--- src/rtl/rename_pkg.sv ---
`default_nettype none

package rename_pkg;

    // architectural register file
    localparam int AREG_NUM = 32;
    localparam int AREG_W   = 5;

    // reorder buffer
    localparam int ROB_DEPTH    = 64;
    localparam int ROB_W        = 6;
    localparam int ROB_HEADROOM = ROB_DEPTH - 4; // worst case two bundles in flight

    localparam int XLEN = 32;

    // one mapping in either alias table
    // check flips each time an id is handed out again after wrap
    typedef struct packed {
        logic             check;
        logic [ROB_W-1:0] robid;
    } rat_entry_t;

endpackage

`default_nettype wire

--- src/rtl/spec_rat.sv ---
`timescale 1ns/1ps
`default_nettype none

module spec_rat import rename_pkg::*; (
    input  wire                    clk,
    input  wire                    reset_i,
    input  wire                    flush_i,
    input  wire  [3:0][AREG_W-1:0] src_areg_i,
    input  wire  [1:0][AREG_W-1:0] dst_areg_i,
    input  wire  [1:0]             we_i,
    input  rat_entry_t [1:0]       wentry_i,
    output rat_entry_t [3:0]       rentry_o,
    output logic [3:0]             bypass_o
);

    rat_entry_t rat_q [AREG_NUM];

    // lane1 write lands last, so it wins on a shared destination
    always_ff @(posedge clk) begin
        if (reset_i || flush_i) begin
            for (int r = 0; r < AREG_NUM; r++) begin
                rat_q[r] <= '0;
            end
        end else begin
            if (we_i[0]) begin
                rat_q[dst_areg_i[0]] <= wentry_i[0];
            end
            if (we_i[1]) begin
                rat_q[dst_areg_i[1]] <= wentry_i[1];
            end
        end
    end

    always_comb begin
        for (int s = 0; s < 4; s++) begin
            rentry_o[s] = rat_q[src_areg_i[s]];
            bypass_o[s] = 1'b0;
        end
        // lane1 sources see lane0's new mapping
        for (int s = 2; s < 4; s++) begin
            if (we_i[0] && (src_areg_i[s] == dst_areg_i[0])) begin
                rentry_o[s] = wentry_i[0];
                bypass_o[s] = 1'b1;
            end
        end
    end

endmodule

`default_nettype wire

--- config.mk ---
export PLATFORM = sky130hd
export DESIGN_NAME = spec_rat
export DESIGN_NICKNAME = d
export VERILOG_FILES = /design/src/rtl/rename_pkg.sv /design/src/rtl/spec_rat.sv
export SDC_FILE = /design/constraint.sdc
export NUM_CORES = 1
export LEC_CHECK = 0
export ABC_AREA = 0
export BUFFER_PORTS_ARGS = -buffer_cell sky130_fd_sc_hd__clkbuf_2
export CELL_PAD_IN_SITES_DETAIL_PLACEMENT = 1
export CELL_PAD_IN_SITES_GLOBAL_PLACEMENT = 2
export CORE_UTILIZATION = 41
export DETAILED_ROUTE_END_ITERATION = 6
export PLACE_DENSITY_LB_ADDON = 0.15
export SYNTH_ARGS = -nofsm -noshare
export SYNTH_HDL_FRONTEND = slang
export SYNTH_SLANG_ARGS = --single-unit
--- constraint.sdc ---
create_clock -name clk -period 2.3 [get_ports clk]
set_input_delay 0.23 -clock clk [delete_from_list [all_inputs] [get_ports clk]]
set_output_delay 0.23 -clock clk [all_outputs]
set_load 0.02 [all_outputs]
==> impl_summary.txt <==
----------------------------------------------------
[Status]
  Run status ... finished, violations left
  Failing checks ... negative setup slack

[Synth]
  Xor and xnor fraction of the mapped netlist area ... 0.505%
  Number of flops mapped to enable cells by yosys ... 224
  Sequential area share after synthesis ... between 30% and 40%
  Fraction of the mapped netlist area in simple logic gates ... roughly 7.3%
  Async set-reset flop share out of synthesis ... 0%
  Total of flip-flops plus latches after synthesis ... between 200 and 250
  Share of synthesized area spent on multiplexers ... 33.3%
  Distinct cells, synth ... 49
  Fraction of the mapped netlist area in adder cells ... 0%
  Ys flop type ... edfxtp_1
  Syn Area/Cell ... roughly 14 µm²
  Dominant combinational cell family by area after synthesis ... multiplexers
  Share of the synthesized area in compound gates (AO/OA/AOI/OAI) ... 15.7%
  Mapped Area ... 17300 µm²
  Number of cells produced by synthesis ... 1273
  Number of warning messages in the yosys log ... 0

[CTS]
  Master cell of the clock root buffer ... clkbuf_16
  Bufs on Longest Clock Path ... 3
  Quantity of hold-fixing buffers added after cts ... 0
  Clk pin slew, worst setup/hold paths ... about 0.06 ns
  TritonCTS clock tree ... done
  Number of levels in the clock H-tree ... 1
  Clock net sink count ... around 220
  Num CTS Buffers ... 26

[Place]
  # port buffers ... 78
  Post-detail-place hpwl ... 60.9 mm
  Final weighted congestion of routability-driven global placement ... approximately 1

[Power and ir drop]
  Worst voltage drop across the vdd grid ... 477 µV
  Standby leakage power ... around 8.1 nW
  Post-route total power ... 0.0122 W
  Power density relative to cell area ... 574 nW/µm²

[Detailed routing]
  Iteration-0 DRC count of the detailed router ... around 2400
  Met3 wire length ... about 11 mm
  Router iterations before antenna repair ... 7
  Top routing layer in use ... met4
  Vias ... around 15000
  Wirelength, routed ... approximately 80 mm
  Number of remaining DRC errors ... 0
  Average via count per standard cell ... 7.40
  M1 WL ... between 30 and 40 mm
  Count of nets left with antenna violations after detail routing ... 0
  Total length of routed met2 wires ... 32.9 mm
  Post-detailed-route wirelength per cell ... 40.0 µm

[Layout]
  Most common cell after layout, fill and taps aside ... a22o_1
  Nets ... approximately 1500
  Registers with the most flip-flops ... rat_q x224
  Most frequent cells in the layout ... 235 x a22o_1, 224 x edfxtp_1, 207 x mux4_2
  Flip-flop count of the largest register after layout ... 224
  Synth-to-layout area growth ... 22.7%
  Share of the core filled with cells in the final layout ... about half
  Reg with most FFs ... rat_q
  Layout cell share with drive strength beyond 1 ... between 40% and 50%

[Floorplanning]
  Number of core rows ... 74
  Effective utilization at floorplan ... 42.0%
  Die Outline Area ... 43100 µm²
  Core ar. ... between 40000 and 50000 µm²
  Height of the die ... around 210 µm
  Boundary Pins ... 81
  Width of the chip ... 208 µm

[Min path]
  Hold WC Path Type ... in -> reg
  HP Start ... wentry_i[3]

[STA]
  Fin crit share ... 126%
  Maximum achievable frequency ... 345 MHz
  Post-route worst hold slack ... 0.223 ns
  Setup repair after global routing missed its margin ... yes
  Tmin final ... ~2.9 ns
  Final critical-path setup slack ... -0.596 ns
  Rel. slew slack ... between 20% and 30%
  Number of hold-slack violations in the final timing report ... 0
  Tightest Pin Transition ... around 1.2 ns
  Final number of max-transition violations ... 0
  Aggregate negative setup slack ... -13.05 ns
  Endpoints failing setup ... 28

[Job]
  Number of maximum-capacitance violations ... 0

[Critical path]
  Data arrival time of the critical path ... between 2 and 3 ns
  Endpoint type of the worst setup path ... primary output
  Launch point of the worst path ... rat_q[11][3]$_DFFE_PP_
  Worst Setup Path Type ... reg -> out
  Maximum fanout count along the critical path ... 3
  Endpoint required time on the critical path ... ~2.1 ns
  Kind of launch point of the worst setup path ... flop

[Global routing]
  Global route total overflow ... 0
  Global-route wire length before repair ... 112 mm
  Number of global-route vias before repair ... approximately 14000
  Largest net degree at the start of global routing ... 37
  Antenna violations before repair ... 1
  Overall routing resource usage ... between 30% and 40%

----------------------------------------------------
-- per-stage QoR --
stage	instance area [µm²]	cells	setup slack (ns)
2_1_floorplan	17400	1274	-0.00511
3_3_place_gp	19700	1946	-0.295
3_5_place_dp	19700	1946	-0.333
4_1_cts	21100	2002	-0.600
5_1_grt	21300	2008	-0.608
6_report	21300	2009	-0.596
-- kinds of logic (layout without fill, tap and decap cells) --
kind of cell           count (synthesis)  count (layout)
other                                  1               3
AO/OA/AOI/OAI                        329             329
XOR/XNOR                              10              10
flip-flops                           224             224
multiplexers                         315             315
buffers and inverters                156             358
AND/OR/NAND/NOR                      238             238
-- worst max-delay path, cell delays in order (launching register included) --
cell	delay [ns]
edfxtp_1	0.49
buf_6	0.17
mux4_2	0.49
mux4_2	0.51
mux2_4	0.32
buf_6	0.14
-- area by class of cell --
class | count | area [µm²]
Clock inverter | 10 | 126
Timing Repair Buffer | 314 | 2780
Fill cell | 4067 | 20000
Antenna cell | 1 | 2.50
Clock buffer | 33 | 698
Multi-Input combinational cell | 894 | 10300
Inverter | 1 | 3.75
Tap cell | 532 | 666
Sequential cell | 224 | 6730
-- cells in the mapped netlist (4+ instances only) --
master,count,area (µm²)
nor2_2,8,50.1
nand2_1,48,180
nand3_1,4,20.0
a211oi_1,7,52.6
mux2_2,22,248
nor2_1,68,255
nand3b_1,39,293
buf_4,12,90.1
o41ai_1,7,61.3
nor4_1,6,37.5
a21oi_1,11,55.1
buf_1,16,60.1
o22ai_1,11,68.8
a221oi_1,11,96.3
a31oi_1,7,43.8
o21ai_0,5,25.0
a22o_1,235,2060
a22oi_1,24,180
or3_1,6,37.5
buf_6,12,135
nor2b_1,15,93.8
nand2b_1,7,43.8
clkbuf_1,91,342
a2111oi_0,4,35.0
nor3_1,10,50.1
nor3b_1,6,45.0
buf_2,24,120
edfxtp_1,224,6730
mux2i_1,86,861
mux4_2,207,4660
xor2_1,8,70.1
-- final timing paths --
kind	to	slack (ns)	cells after the start
max	rentry_o[10]	-0.60	5
min	rat_q[15][3]$_DFFE_PP_	0.22	2
-- per-layer routing --
layer,vias up,global-route usage [%]
met1,7810,57.5
li1,5805,-
met4,0,8.58
met3,132,10.4
met2,1113,51.0
met5,-,0
-- power by group --
group	internal [W]	switching, W
clock	0.00245	0.00168
combinational	0.00139	0.00157
sequential	0.00473	0.000405
total	0.00857	0.00365
-- timing repair --
item / 4_1_cts / 5_1_grt
pin swaps: 12 / 15
endpoints found under the setup margin: 28 / 29
resized for setup: 100 / 51
setup buffers: 13 / 8
(Power assumes the default switching activity.)
