==> src/rtl/rename_pkg.sv <==
`default_nettype none

package rename_pkg;

    // architectural register file
    localparam int AREG_NUM = 32;
    localparam int AREG_W   = 5;

    // reorder buffer
    localparam int ROB_DEPTH    = 64;
    localparam int ROB_W        = 6;
    localparam int ROB_HEADROOM = ROB_DEPTH - 4; // worst case two bundles in flight

    localparam int XLEN = 32;

    // one mapping in either alias table
    // check flips each time an id is handed out again after wrap
    typedef struct packed {
        logic             check;
        logic [ROB_W-1:0] robid;
    } rat_entry_t;

endpackage

`default_nettype wire

==> src/rtl/rename_out_reg.sv <==
`timescale 1ns/1ps
`default_nettype none

module rename_out_reg import rename_pkg::*; (
    input  wire                    clk,
    input  wire                    reset_i,
    input  wire                    flush_i,
    input  wire                    accept_i,
    input  wire  [1:0]             lane_valid_i,
    input  wire  [3:0]             src_need_i,
    input  wire  [3:0][AREG_W-1:0] src_areg_i,
    input  rat_entry_t [3:0]       spec_entry_i,
    input  rat_entry_t [3:0]       commit_entry_i,
    input  wire  [3:0]             bypass_i,
    input  wire  [3:0][XLEN-1:0]   arf_data_i,
    input  wire  [1:0][ROB_W-1:0]  dst_robid_i,
    input  wire  [1:0]             dst_check_i,
    input  wire                    out_ready_i,
    output logic                   out_valid_o,
    output logic [1:0]             out_lane_valid_o,
    output logic [3:0][ROB_W-1:0]  out_src_robid_o,
    output logic [3:0]             out_src_ready_o,
    output logic [3:0][XLEN-1:0]   out_src_data_o,
    output logic [1:0][ROB_W-1:0]  out_dst_robid_o,
    output logic [1:0]             out_dst_check_o
);

    logic [3:0] src_ready;

    // mapping agrees with committed state -> arf value is current
    for (genvar s = 0; s < 4; s++) begin : g_rdy
        assign src_ready[s] = ~src_need_i[s]
                            | (src_areg_i[s] == '0)
                            | ((spec_entry_i[s] == commit_entry_i[s]) & ~bypass_i[s]);
    end

    always_ff @(posedge clk) begin
        if (reset_i || flush_i) begin
            out_valid_o      <= 1'b0;
            out_lane_valid_o <= '0;
        end else if (out_ready_i) begin
            out_valid_o      <= accept_i;
            out_lane_valid_o <= lane_valid_i & {2{accept_i}};
        end
    end

    // payload only moves with an accepted bundle
    always_ff @(posedge clk) begin
        if (out_ready_i && accept_i) begin
            for (int s = 0; s < 4; s++) begin
                out_src_robid_o[s] <= spec_entry_i[s].robid;
            end
            out_src_ready_o <= src_ready;
            out_src_data_o  <= arf_data_i;
            out_dst_robid_o <= dst_robid_i;
            out_dst_check_o <= dst_check_i;
        end
    end

endmodule

`default_nettype wire

==> config.mk <==
export PLATFORM = sky130hd
export DESIGN_NAME = rename_out_reg
export DESIGN_NICKNAME = d
export VERILOG_FILES = /design/src/rtl/rename_pkg.sv /design/src/rtl/rename_out_reg.sv
export SDC_FILE = /design/constraint.sdc
export NUM_CORES = 1
export LEC_CHECK = 0
export BUFFER_PORTS_ARGS = -buffer_cell sky130_fd_sc_hd__buf_2
export CELL_PAD_IN_SITES_DETAIL_PLACEMENT = 0
export CELL_PAD_IN_SITES_GLOBAL_PLACEMENT = 1
export CORE_AREA = 2 2 157 159
export DETAILED_ROUTE_END_ITERATION = 6
export DIE_AREA = 0 0 159 161
export PLACE_DENSITY = 0.71
export SETUP_SLACK_MARGIN = 0.15
export SLEW_MARGIN = 5
export SYNTH_ARGS = -nofsm -noshare
export SYNTH_HDL_FRONTEND = slang
export SYNTH_SLANG_ARGS = --single-unit
export TNS_END_PERCENT = 50
==> constraint.sdc <==
create_clock -name clk -period 11.2 [get_ports clk]
set_input_delay 1.68 -clock clk [delete_from_list [all_inputs] [get_ports clk]]
set_output_delay 1.68 -clock clk [all_outputs]
set_load 0.1 [all_outputs]
==> flow_summary.json <==
{
  "status": "completed",
  "fp.coreArea_um2": 24000,
  "drt_iter0_drc": 220,
  "cts.repair.resized": 0,
  "rr_endpoint": "out_lane_valid_o[0]",
  "dieArea_um2": 25600,
  "met2_length_um": 8050,
  "fp-row-count": 57,
  "fin_crit_sh_pct": 26.2,
  "hold_depth": 2,
  "grt_max_degree": 80,
  "grt_setup_unrepaired": "no",
  "drc": 0,
  "min_period_ns": 2.94,
  "setup_tns_ns": 0,
  "track_usage_pct": 12.7,
  "critPathMaxFanout": 79,
  "crit_path_start_kind": "primary input",
  "ant_nets": 0,
  "cts.sinks": 173,
  "place_inst": 960,
  "ctsHoldBuffers": 0,
  "clockRootBuffer": "clkbuf_16",
  "cp.required_ns": 11.23,
  "io_pins": 406,
  "areaGrowthSynthToFinish_pct": 54.4,
  "vias": 3805,
  "drive_above_1_share_pct": 65.5,
  "routed.top_layer": "met5",
  "routed_wl_um": 16300,
  "switching_share_pct": 34.9,
  "gp_congestion": 0.782,
  "slew_headroom_pct": 31.6,
  "path_clk_slew_ns": 0.07,
  "wirelength_met1_um": 6020,
  "synth_nets": 462,
  "synthCells": 229,
  "switchingPower_uw": 618,
  "seqPwrFrac_pct": 43.4,
  "min_from": "out_valid_o",
  "cts_setup_buffers": 0,
  "yosysWarnings": 0,
  "synth_area_leaders": "edfxtp_1 (91%), xor2_1 (4.4%), dfxtp_1 (1.1%)",
  "yosysSeqAreaShare_pct": 92.5,
  "cts_tree": "done",
  "worstMarginPinSlew_ns": 1.03,
  "critical_path_arrival_ns": 2.97,
  "fin_nets": 888,
  "r2r_start": "out_lane_valid_o[0]",
  "power.density_nw_per_um2": 205,
  "first_global_vias": 3987,
  "setup_viol": 0,
  "die_y_um": 161,
  "dpl.hpwl_um": 13000,
  "start_util_pct": 23.3,
  "r2r_cells": 2,
  "cts_buffer_depth": 2,
  "die_w_um": 159,
  "drt_first_pass_iters": 4,
  "hold_class": "reg2reg",
  "setup.worst_path.end_class": "register",
  "ir_drop_uv": 77.2,
  "worstSkewPairLatency_ns": 0.42,
  "power_frac_comb_pct": 23.2,
  "drv_slew": 0,
  "htree_levels": 4,
  "fin_skew_ns": 0,
  "drt-vias-per-instance": 3.83,
  "path_class": "in2reg",
  "final-hold-violation-count": 0,
  "grt-ovfl-total": 0,
  "synth.top_cell.area_share_pct": 91.4,
  "avgRoutedWirePerCell_um": 16.4,
  "power.internal_mw": 1.15,
  "netlist-cell-type-count": 12,
  "p_leak_nw": 3.68,
  "syn_area_per_cell_um2": 24.4,
  "synth_area_um2": 5590,
  "synth_seq_cells": 173,
  "wl_met3_um": 1960,
  "fillers": 2373,
  "drv_cap": 0,
  "cts_buffers": 17,
  "max_freq_mhz": 341,
  "grt_pass1_wl_um": 23700,
  "p_clk_share_pct": 33.4,
  "r2r_setup_slack_ns": 10.52,
  "fin_cells": 993,
  "min_delay_worst_endpoint": "out_valid_o",
  "yosys.area.top_type": "edfxtp_1",
  "port_buffers": 405,
  "antenna_found_initial": 7
}
worst max-delay path by stage:
stage	from	endpoint	slack, ns	cells past startpoint
after floorplan	out_ready_i	out_lane_valid_o[0]	5.00	3
after global routing	out_ready_i	out_src_data_o[91]	8.17	3
after CTS	out_src_data_o[28]	out_src_data_o[28]	8.19	1
after global placement	out_ready_i	out_src_data_o[6]	7.86	3
after detailed placement	out_ready_i	out_src_data_o[101]	7.82	3
final	out_ready_i	out_src_data_o[91]	8.26	3
layer usage:
layer / global-route usage (%) / vias up
met2: 21.4 / 253
met5: 0 / -
met3: 6.39 / 23
met1: 13.7 / 1747
li1: - / 1772
met4: 4.67 / 10
cells by family (layout without fill, tap and decap cells):
group / after synthesis / after routing / share of synthesized area [%]
AO/OA/AOI/OAI: 11 / 11 / 1.25
other: 0 / 2 / 0
buffers and inverters: 1 / 439 / 0.0671
AND/OR/NAND/NOR: 16 / 16 / 1.81
flip-flops: 173 / 173 / 92.5
XOR/XNOR: 28 / 28 / 4.39
metrics by stage:
stage               power [mW]  hold WS [ns]  instance area [um^2]  setup slack (ns)  utilization [%]
finish                    1.77         0.552                  8620              8.26             36.0
global route              1.83         0.560                  8620              8.17             36.0
CTS                       1.80         0.553                  8620              8.19             36.0
detailed placement        1.20         0.537                  8040              7.82             33.5
global placement          1.20         0.539                  8040              7.86             33.5
floorplan                 1.11         0.979                  5590              5.00                -
sequential cells by signal, indices dropped and copies added, names as in the netlist:
| name | count |
|---|---|
| out_dst_check_o | 2 |
| out_dst_robid_o | 12 |
| out_lane_valid_o | 2 |
| out_src_data_o | 128 |
| out_src_ready_o | 4 |
| out_src_robid_o | 24 |
| out_valid_o | 1 |
critical path, stage by stage:
cell and delay (ns):
buf_2 0.09, and2_4 0.30, buf_4 0.79
Yosys cell counts (all sizes together):
| library cell | number |
|---|---|
| inv | 1 |
| or4 | 4 |
| nor3 | 3 |
| o21ai | 4 |
| a21oi | 1 |
| edfxtp | 170 |
| dfxtp | 3 |
| a22oi | 2 |
| xor2 | 28 |
| and2 | 1 |
| a21o | 4 |
| nor4 | 8 |
power by group through the flow:
stage	clock network [mW]	registers, mW	logic [mW]
2_1_floorplan	0	1.09	0.0176
3_3_place_gp	0	0.783	0.413
3_5_place_dp	0	0.784	0.414
4_1_cts	0.612	0.770	0.414
5_1_grt	0.636	0.774	0.423
6_report	0.591	0.769	0.411
placed cells by master (no fill, tap or decap), types with 3 or more instances in the layout:
master,n
nor3_1,3
buf_2,405
edfxtp_1,170
clkbuf_16,17
dfxtp_1,3
or4_1,4
inv_6,4
o21ai_1,4
nor4_1,8
xor2_1,28
a21o_1,4
final cells by class:
class,instances,area (um^2),share of cell area (%)
clock buffers,18,429,4.98
inverters,1,3.75,0.0435
repair buffers,407,2040,23.7
well taps,324,405,4.70
flip-flops and latches,173,5160,59.9
diodes,2,5.00,0.0580
multi-input cells,55,419,4.86
clock inverters,13,154,1.78
Power figures use the tool's default switching activity.
