<file path="src/rtl/rename_pkg.sv">
`default_nettype none

package rename_pkg;

    // architectural register file
    localparam int AREG_NUM = 32;
    localparam int AREG_W   = 5;

    // reorder buffer
    localparam int ROB_DEPTH    = 64;
    localparam int ROB_W        = 6;
    localparam int ROB_HEADROOM = ROB_DEPTH - 4; // worst case two bundles in flight

    localparam int XLEN = 32;

    // one mapping in either alias table
    // check flips each time an id is handed out again after wrap
    typedef struct packed {
        logic             check;
        logic [ROB_W-1:0] robid;
    } rat_entry_t;

endpackage

`default_nettype wire

</file>
<file path="src/rtl/rename_ctrl.sv">
`timescale 1ns/1ps
`default_nettype none

module rename_ctrl import rename_pkg::*; (
    input  wire                    clk,
    input  wire                    reset_i,
    input  wire                    flush_i,
    input  wire                    in_valid_i,
    input  wire  [1:0]             lane_valid_i,
    input  wire  [1:0][AREG_W-1:0] dst_areg_i,
    input  wire  [1:0]             dst_we_i,
    input  wire                    out_ready_i,
    input  wire  [1:0]             retire_i,
    input  wire  [1:0]             ret_we_i,
    input  wire  [1:0][AREG_W-1:0] ret_areg_i,
    output logic                   in_ready_o,
    output logic [1:0]             issue_o,
    output logic [1:0]             spec_we_o,
    output logic [1:0]             commit_we_o,
    output logic [1:0][ROB_W-1:0]  dst_robid_o
);

    logic [ROB_W:0]   rob_cnt_q, rob_cnt_d;   // one extra bit, count reaches 64
    logic [ROB_W-1:0] head_q, head_d;
    logic             rob_avail_q;
    logic [ROB_W:0]   n_issue, n_retire;

    assign in_ready_o = rob_avail_q & ~flush_i & out_ready_i;

    for (genvar i = 0; i < 2; i++) begin : g_lane
        assign issue_o[i]     = in_valid_i & in_ready_o & lane_valid_i[i];
        assign spec_we_o[i]   = issue_o[i] & dst_we_i[i] & (|dst_areg_i[i]);
        assign commit_we_o[i] = retire_i[i] & ret_we_i[i] & (|ret_areg_i[i]); // r0 never committed
    end

    // lane1 only takes the next id if lane0 used the head
    assign dst_robid_o[0] = head_q;
    assign dst_robid_o[1] = issue_o[0] ? head_q + 1'b1 : head_q;

    always_comb begin
        n_issue  = '0;
        n_retire = '0;
        n_issue  = n_issue + issue_o[0] + issue_o[1];
        n_retire = n_retire + retire_i[0] + retire_i[1];
        rob_cnt_d = rob_cnt_q + n_issue - n_retire;
        head_d    = head_q + n_issue[ROB_W-1:0];
    end

    always_ff @(posedge clk) begin
        if (reset_i || flush_i) begin
            rob_cnt_q   <= '0;
            head_q      <= '0;
            rob_avail_q <= 1'b1;
        end else begin
            rob_cnt_q   <= rob_cnt_d;
            head_q      <= head_d;
            rob_avail_q <= (rob_cnt_d <= ROB_HEADROOM);
        end
    end

endmodule

`default_nettype wire

</file>
<file path="config.mk">
export PLATFORM = sky130hd
export DESIGN_NAME = rename_ctrl
export DESIGN_NICKNAME = d
export VERILOG_FILES = /design/src/rtl/rename_pkg.sv /design/src/rtl/rename_ctrl.sv
export SDC_FILE = /design/constraint.sdc
export NUM_CORES = 1
export LEC_CHECK = 0
export CAP_MARGIN = 20
export CORE_MARGIN = 3
export CORE_UTILIZATION = 45
export CTS_CLUSTER_DIAMETER = 80
export DETAILED_ROUTE_END_ITERATION = 12
export DONT_BUFFER_PORTS = 1
export GPL_TIMING_DRIVEN = 0
export PLACE_DENSITY = 0.72
export SLEW_MARGIN = 20
export SYNTH_ARGS = -nofsm -noshare
export SYNTH_HDL_FRONTEND = slang
export SYNTH_SLANG_ARGS = --single-unit
</file>
<file path="constraint.sdc">
create_clock -name clk -period 4.9 [get_ports clk]
set_clock_uncertainty 0.15 [all_clocks]
set_input_delay 0.735 -clock clk [delete_from_list [all_inputs] [get_ports clk]]
set_output_delay 0.735 -clock clk [all_outputs]
set_load 0.02 [all_outputs]
</file>
==> flow_summary_export.csv <==
group,metric,value,unit
global_routing,antenna_found_initial,0,
sta,fmax,314,MHz
clocking,ctsRootBufferMaster,"clkbuf_4",
finish,fin_area,1110,µm²
critical_path,setup.worst_path.start,"retire_i[0]",
critical_path,required,4.91,ns
placed_design,place_congestion,0.833,
sta,hold_viol,0,
floorplanning,core_area,2080,µm²
critical_path,critPathArrivalTime,3.19,ns
clocking,clock_sinks,14,
global_routing,grt_pass1_vias,810,
critical_path,cp-start-kind,"primary input",
routing,drc_errors,0,
routing,wl_per_cell,12.8,µm
critical_path,cp.depth,13,
clocking,insertion_delay,0.28,ns
floorplanning,start_util,50.7,%
global_routing,grt_usage,16.0,%
critical_path,end_kind,"flip-flop",
critical_path,rr_endpoint,"rob_avail_q",
sta,max-slew-margin-rel,56.4,%
synth,synth-seq-cells,14,
routing,vias,841,
floorplanning,die_area,2960,µm²
sta,rsz0062_at_grt,"false",
critical_path,rrSetupSlack,1.92,ns
synth,synth_area,1050,µm²
critical_path,cp_slowest_cell,"fa_1",
clocking,cts.clk_slew.worst_paths,0.08,ns
routing,totalWireLength,2.02,mm
clocking,cts_tree,"done",
power,p_leak,0.000514,µW
placed_design,dpl_cell_area,1090,µm²
global_routing,grt_max_degree,11,
sta,finalCriticalPeriod,3.19,ns
global_routing,grt-ovfl-total,0,
critical_path,critPathKind,"primary input to flip-flop",
critical_path,path_buf_inv,4,
critical_path,path_common_cell,"inv_1",
global_routing,grt_first_pass_wirelength,3.39,mm
routing,drt_iter0_markers,7,
power,power_density,341,nW/µm²
sta,setup-violations-final,0,
finish,area_delta_synth_final,5.34,%
critical_path,path_cells,"inv_1 > fa_1 > inv_1 > fa_1 > inv_1 > ha_1 > inv_1 > fa_1 > nand2b_1 > a21oi_2 > a31oi_2 > mux2i_1 > a41oi_1",
synth,synth_cell_types,28,
floorplanning,die_y,54.4,µm
routing,firstDrtPassIters,4,
sta,worstMarginPinSlew,0.647,ns
sta,tns,0,ns
clocking,clockBufferDepth,2,
synth,syn_nets,174,
sta,holdWs,0.465,ns
critical_path,critPathMaxFanout,2,
clocking,cts_inserted_buffers,3,
floorplanning,die_x,54.4,µm
finish,drive_gt1_share,7.69,%
flow_run,drv_cap,0,
placed_design,portBuffers,0,
critical_path,worstReg2RegStart,"rob_avail_q",
synth,ys_seq_area_share,26.6,%
critical_path,reg2reg_depth,12,
finish,finalNetCount,179,
run_status,status,"finished clean",
sta,drv_slew,0,
sta,fin_crit_sh,65.0,%
placed_design,hpwl,1.71,mm
worst_hold_path,min_from,"rob_cnt_q[6]",
synth,synth_cells,127,
finish,fin_util,53.4,%
worst_hold_path,hp-class,"flip-flop to flip-flop",
floorplanning,pin_count,52,
synth,avgSynthCellArea,8.31,µm²
critical_path,cp_top_family,"adder cells",
routing,vias_per_cell,5.36,
finish,fillers,201,
clocking,cts_max_level,1,
routing,ant_nets,0,
clocking,postCtsSetupBuffers,0,
floorplanning,rows,16,
power,ir_worst_vdd,0.000203,V
finish,antenna_cells,0,
critical_path,slowest_delay,0.52,ns
critical_path,endpoint,"rob_avail_q",
synth,yosysWarnings,0,
clocking,holdBufCountCts,0,
clocking,cts_resized,0,
## layout by cell type, fill, tap and decap left out, drive strengths merged
cell	instances
inv	20
dfxtp	14
nor2	12
nand2	11
ha	10
a21oi	7
xor2	6
xnor2	6
or3	6
o311a	4
fa	4
o21ai	4
nand3	3
and3	3
and2	3
clkbuf	3
buf	3
nand4	2
nand2b	2
a21o	2
or2	1
o31ai	1
a31oi	1
mux2i	1
a41oi	1
## logic make-up (layout without fill, tap and decap cells)
| kind of cell | count (synthesis) | after routing | synth area share (%) |
|---|---|---|---|
| AO/OA/AOI/OAI | 20 | 20 | 14.0 |
| XOR/XNOR | 12 | 12 | 9.96 |
| adder cells (fa/ha/maj) | 14 | 14 | 19.5 |
| buffers and inverters | 23 | 26 | 9.13 |
| flip-flops | 14 | 14 | 26.6 |
| multiplexers | 1 | 1 | 0.949 |
| AND/OR/NAND/NOR | 43 | 43 | 19.9 |
## routing by layer
metal	GRT usage, %	wire length, µm
met5	0	0
met4	4.98	13
met3	5.72	174
met2	26.5	994
met1	19.2	834
## sequential cells by signal, summed over array words and instances (netlist names)
register	cells
rob_cnt_q	7
head_q	6
rob_avail_q	1
## layout make-up
type,count,area [µm²],area share (%)
multi-input combinational,90,678,61.0
sequential,14,280,25.2
inverter,20,75.1,6.76
tap,27,33.8,3.04
clock buffer,3,22.5,2.03
buffer,3,21.3,1.91
## synthesized netlist by cell type
master | count | area, µm²
a21o_1 | 2 | 15.0
a21oi_1 | 6 | 30.0
a21oi_2 | 1 | 8.76
a31oi_2 | 1 | 12.5
a41oi_1 | 1 | 8.76
and2_1 | 3 | 18.8
and3_1 | 3 | 18.8
buf_2 | 2 | 10.0
buf_6 | 1 | 11.3
dfxtp_1 | 14 | 280
fa_1 | 4 | 80.1
ha_1 | 10 | 125
inv_1 | 20 | 75.1
mux2i_1 | 1 | 10.0
nand2_1 | 11 | 41.3
nand2b_1 | 2 | 12.5
nand3_1 | 3 | 15.0
nand4_1 | 2 | 12.5
nor2_1 | 11 | 41.3
nor2_2 | 1 | 6.26
o21ai_0 | 3 | 15.0
o21ai_1 | 1 | 5.00
o311a_1 | 4 | 40.0
o31ai_2 | 1 | 12.5
or2_1 | 1 | 6.26
or3_1 | 6 | 37.5
xnor2_1 | 6 | 52.6
xor2_1 | 6 | 52.6
## power breakdown
| part | switching (µW) | internal, µW |
|---|---|---|
| Combinational | 99.1 | 74.0 |
| Clock | 36.8 | 28.5 |
| Sequential | 8.95 | 132 |
| Total | 145 | 235 |
## worst min path at each step
stage,endpoint,slack (ns),cells after the start
6_report,rob_cnt_q[6],0.47,3
5_1_grt,head_q[4],0.52,2
4_1_cts,rob_cnt_q[6],0.47,3
3_5_place_dp,rob_cnt_q[6],0.45,3
3_3_place_gp,rob_cnt_q[6],0.44,3
2_1_floorplan,rob_cnt_q[6],0.40,3
## worst reg2reg max path: stages, from the launching register on
cell	delay (ns)
dfxtp_1	0.31
nand2_1	0.05
nor2_2	0.28
and3_1	0.23
buf_6	0.16
nand2_1	0.13
ha_1	0.34
fa_1	0.46
nand2b_1	0.19
a21oi_2	0.18
a31oi_2	0.12
mux2i_1	0.21
a41oi_1	0.06
## metrics by stage
step | power, µW | setup WS [ns] | cells
2_1_floorplan | 287 | 1.57 | 127
6_report | 379 | 1.71 | 157
3_5_place_dp | 315 | 1.42 | 154
4_1_cts | 382 | 1.72 | 157
5_1_grt | 417 | 1.56 | 157
3_3_place_gp | 310 | 1.42 | 154
Note: power is estimated with default switching activity, not from simulation.
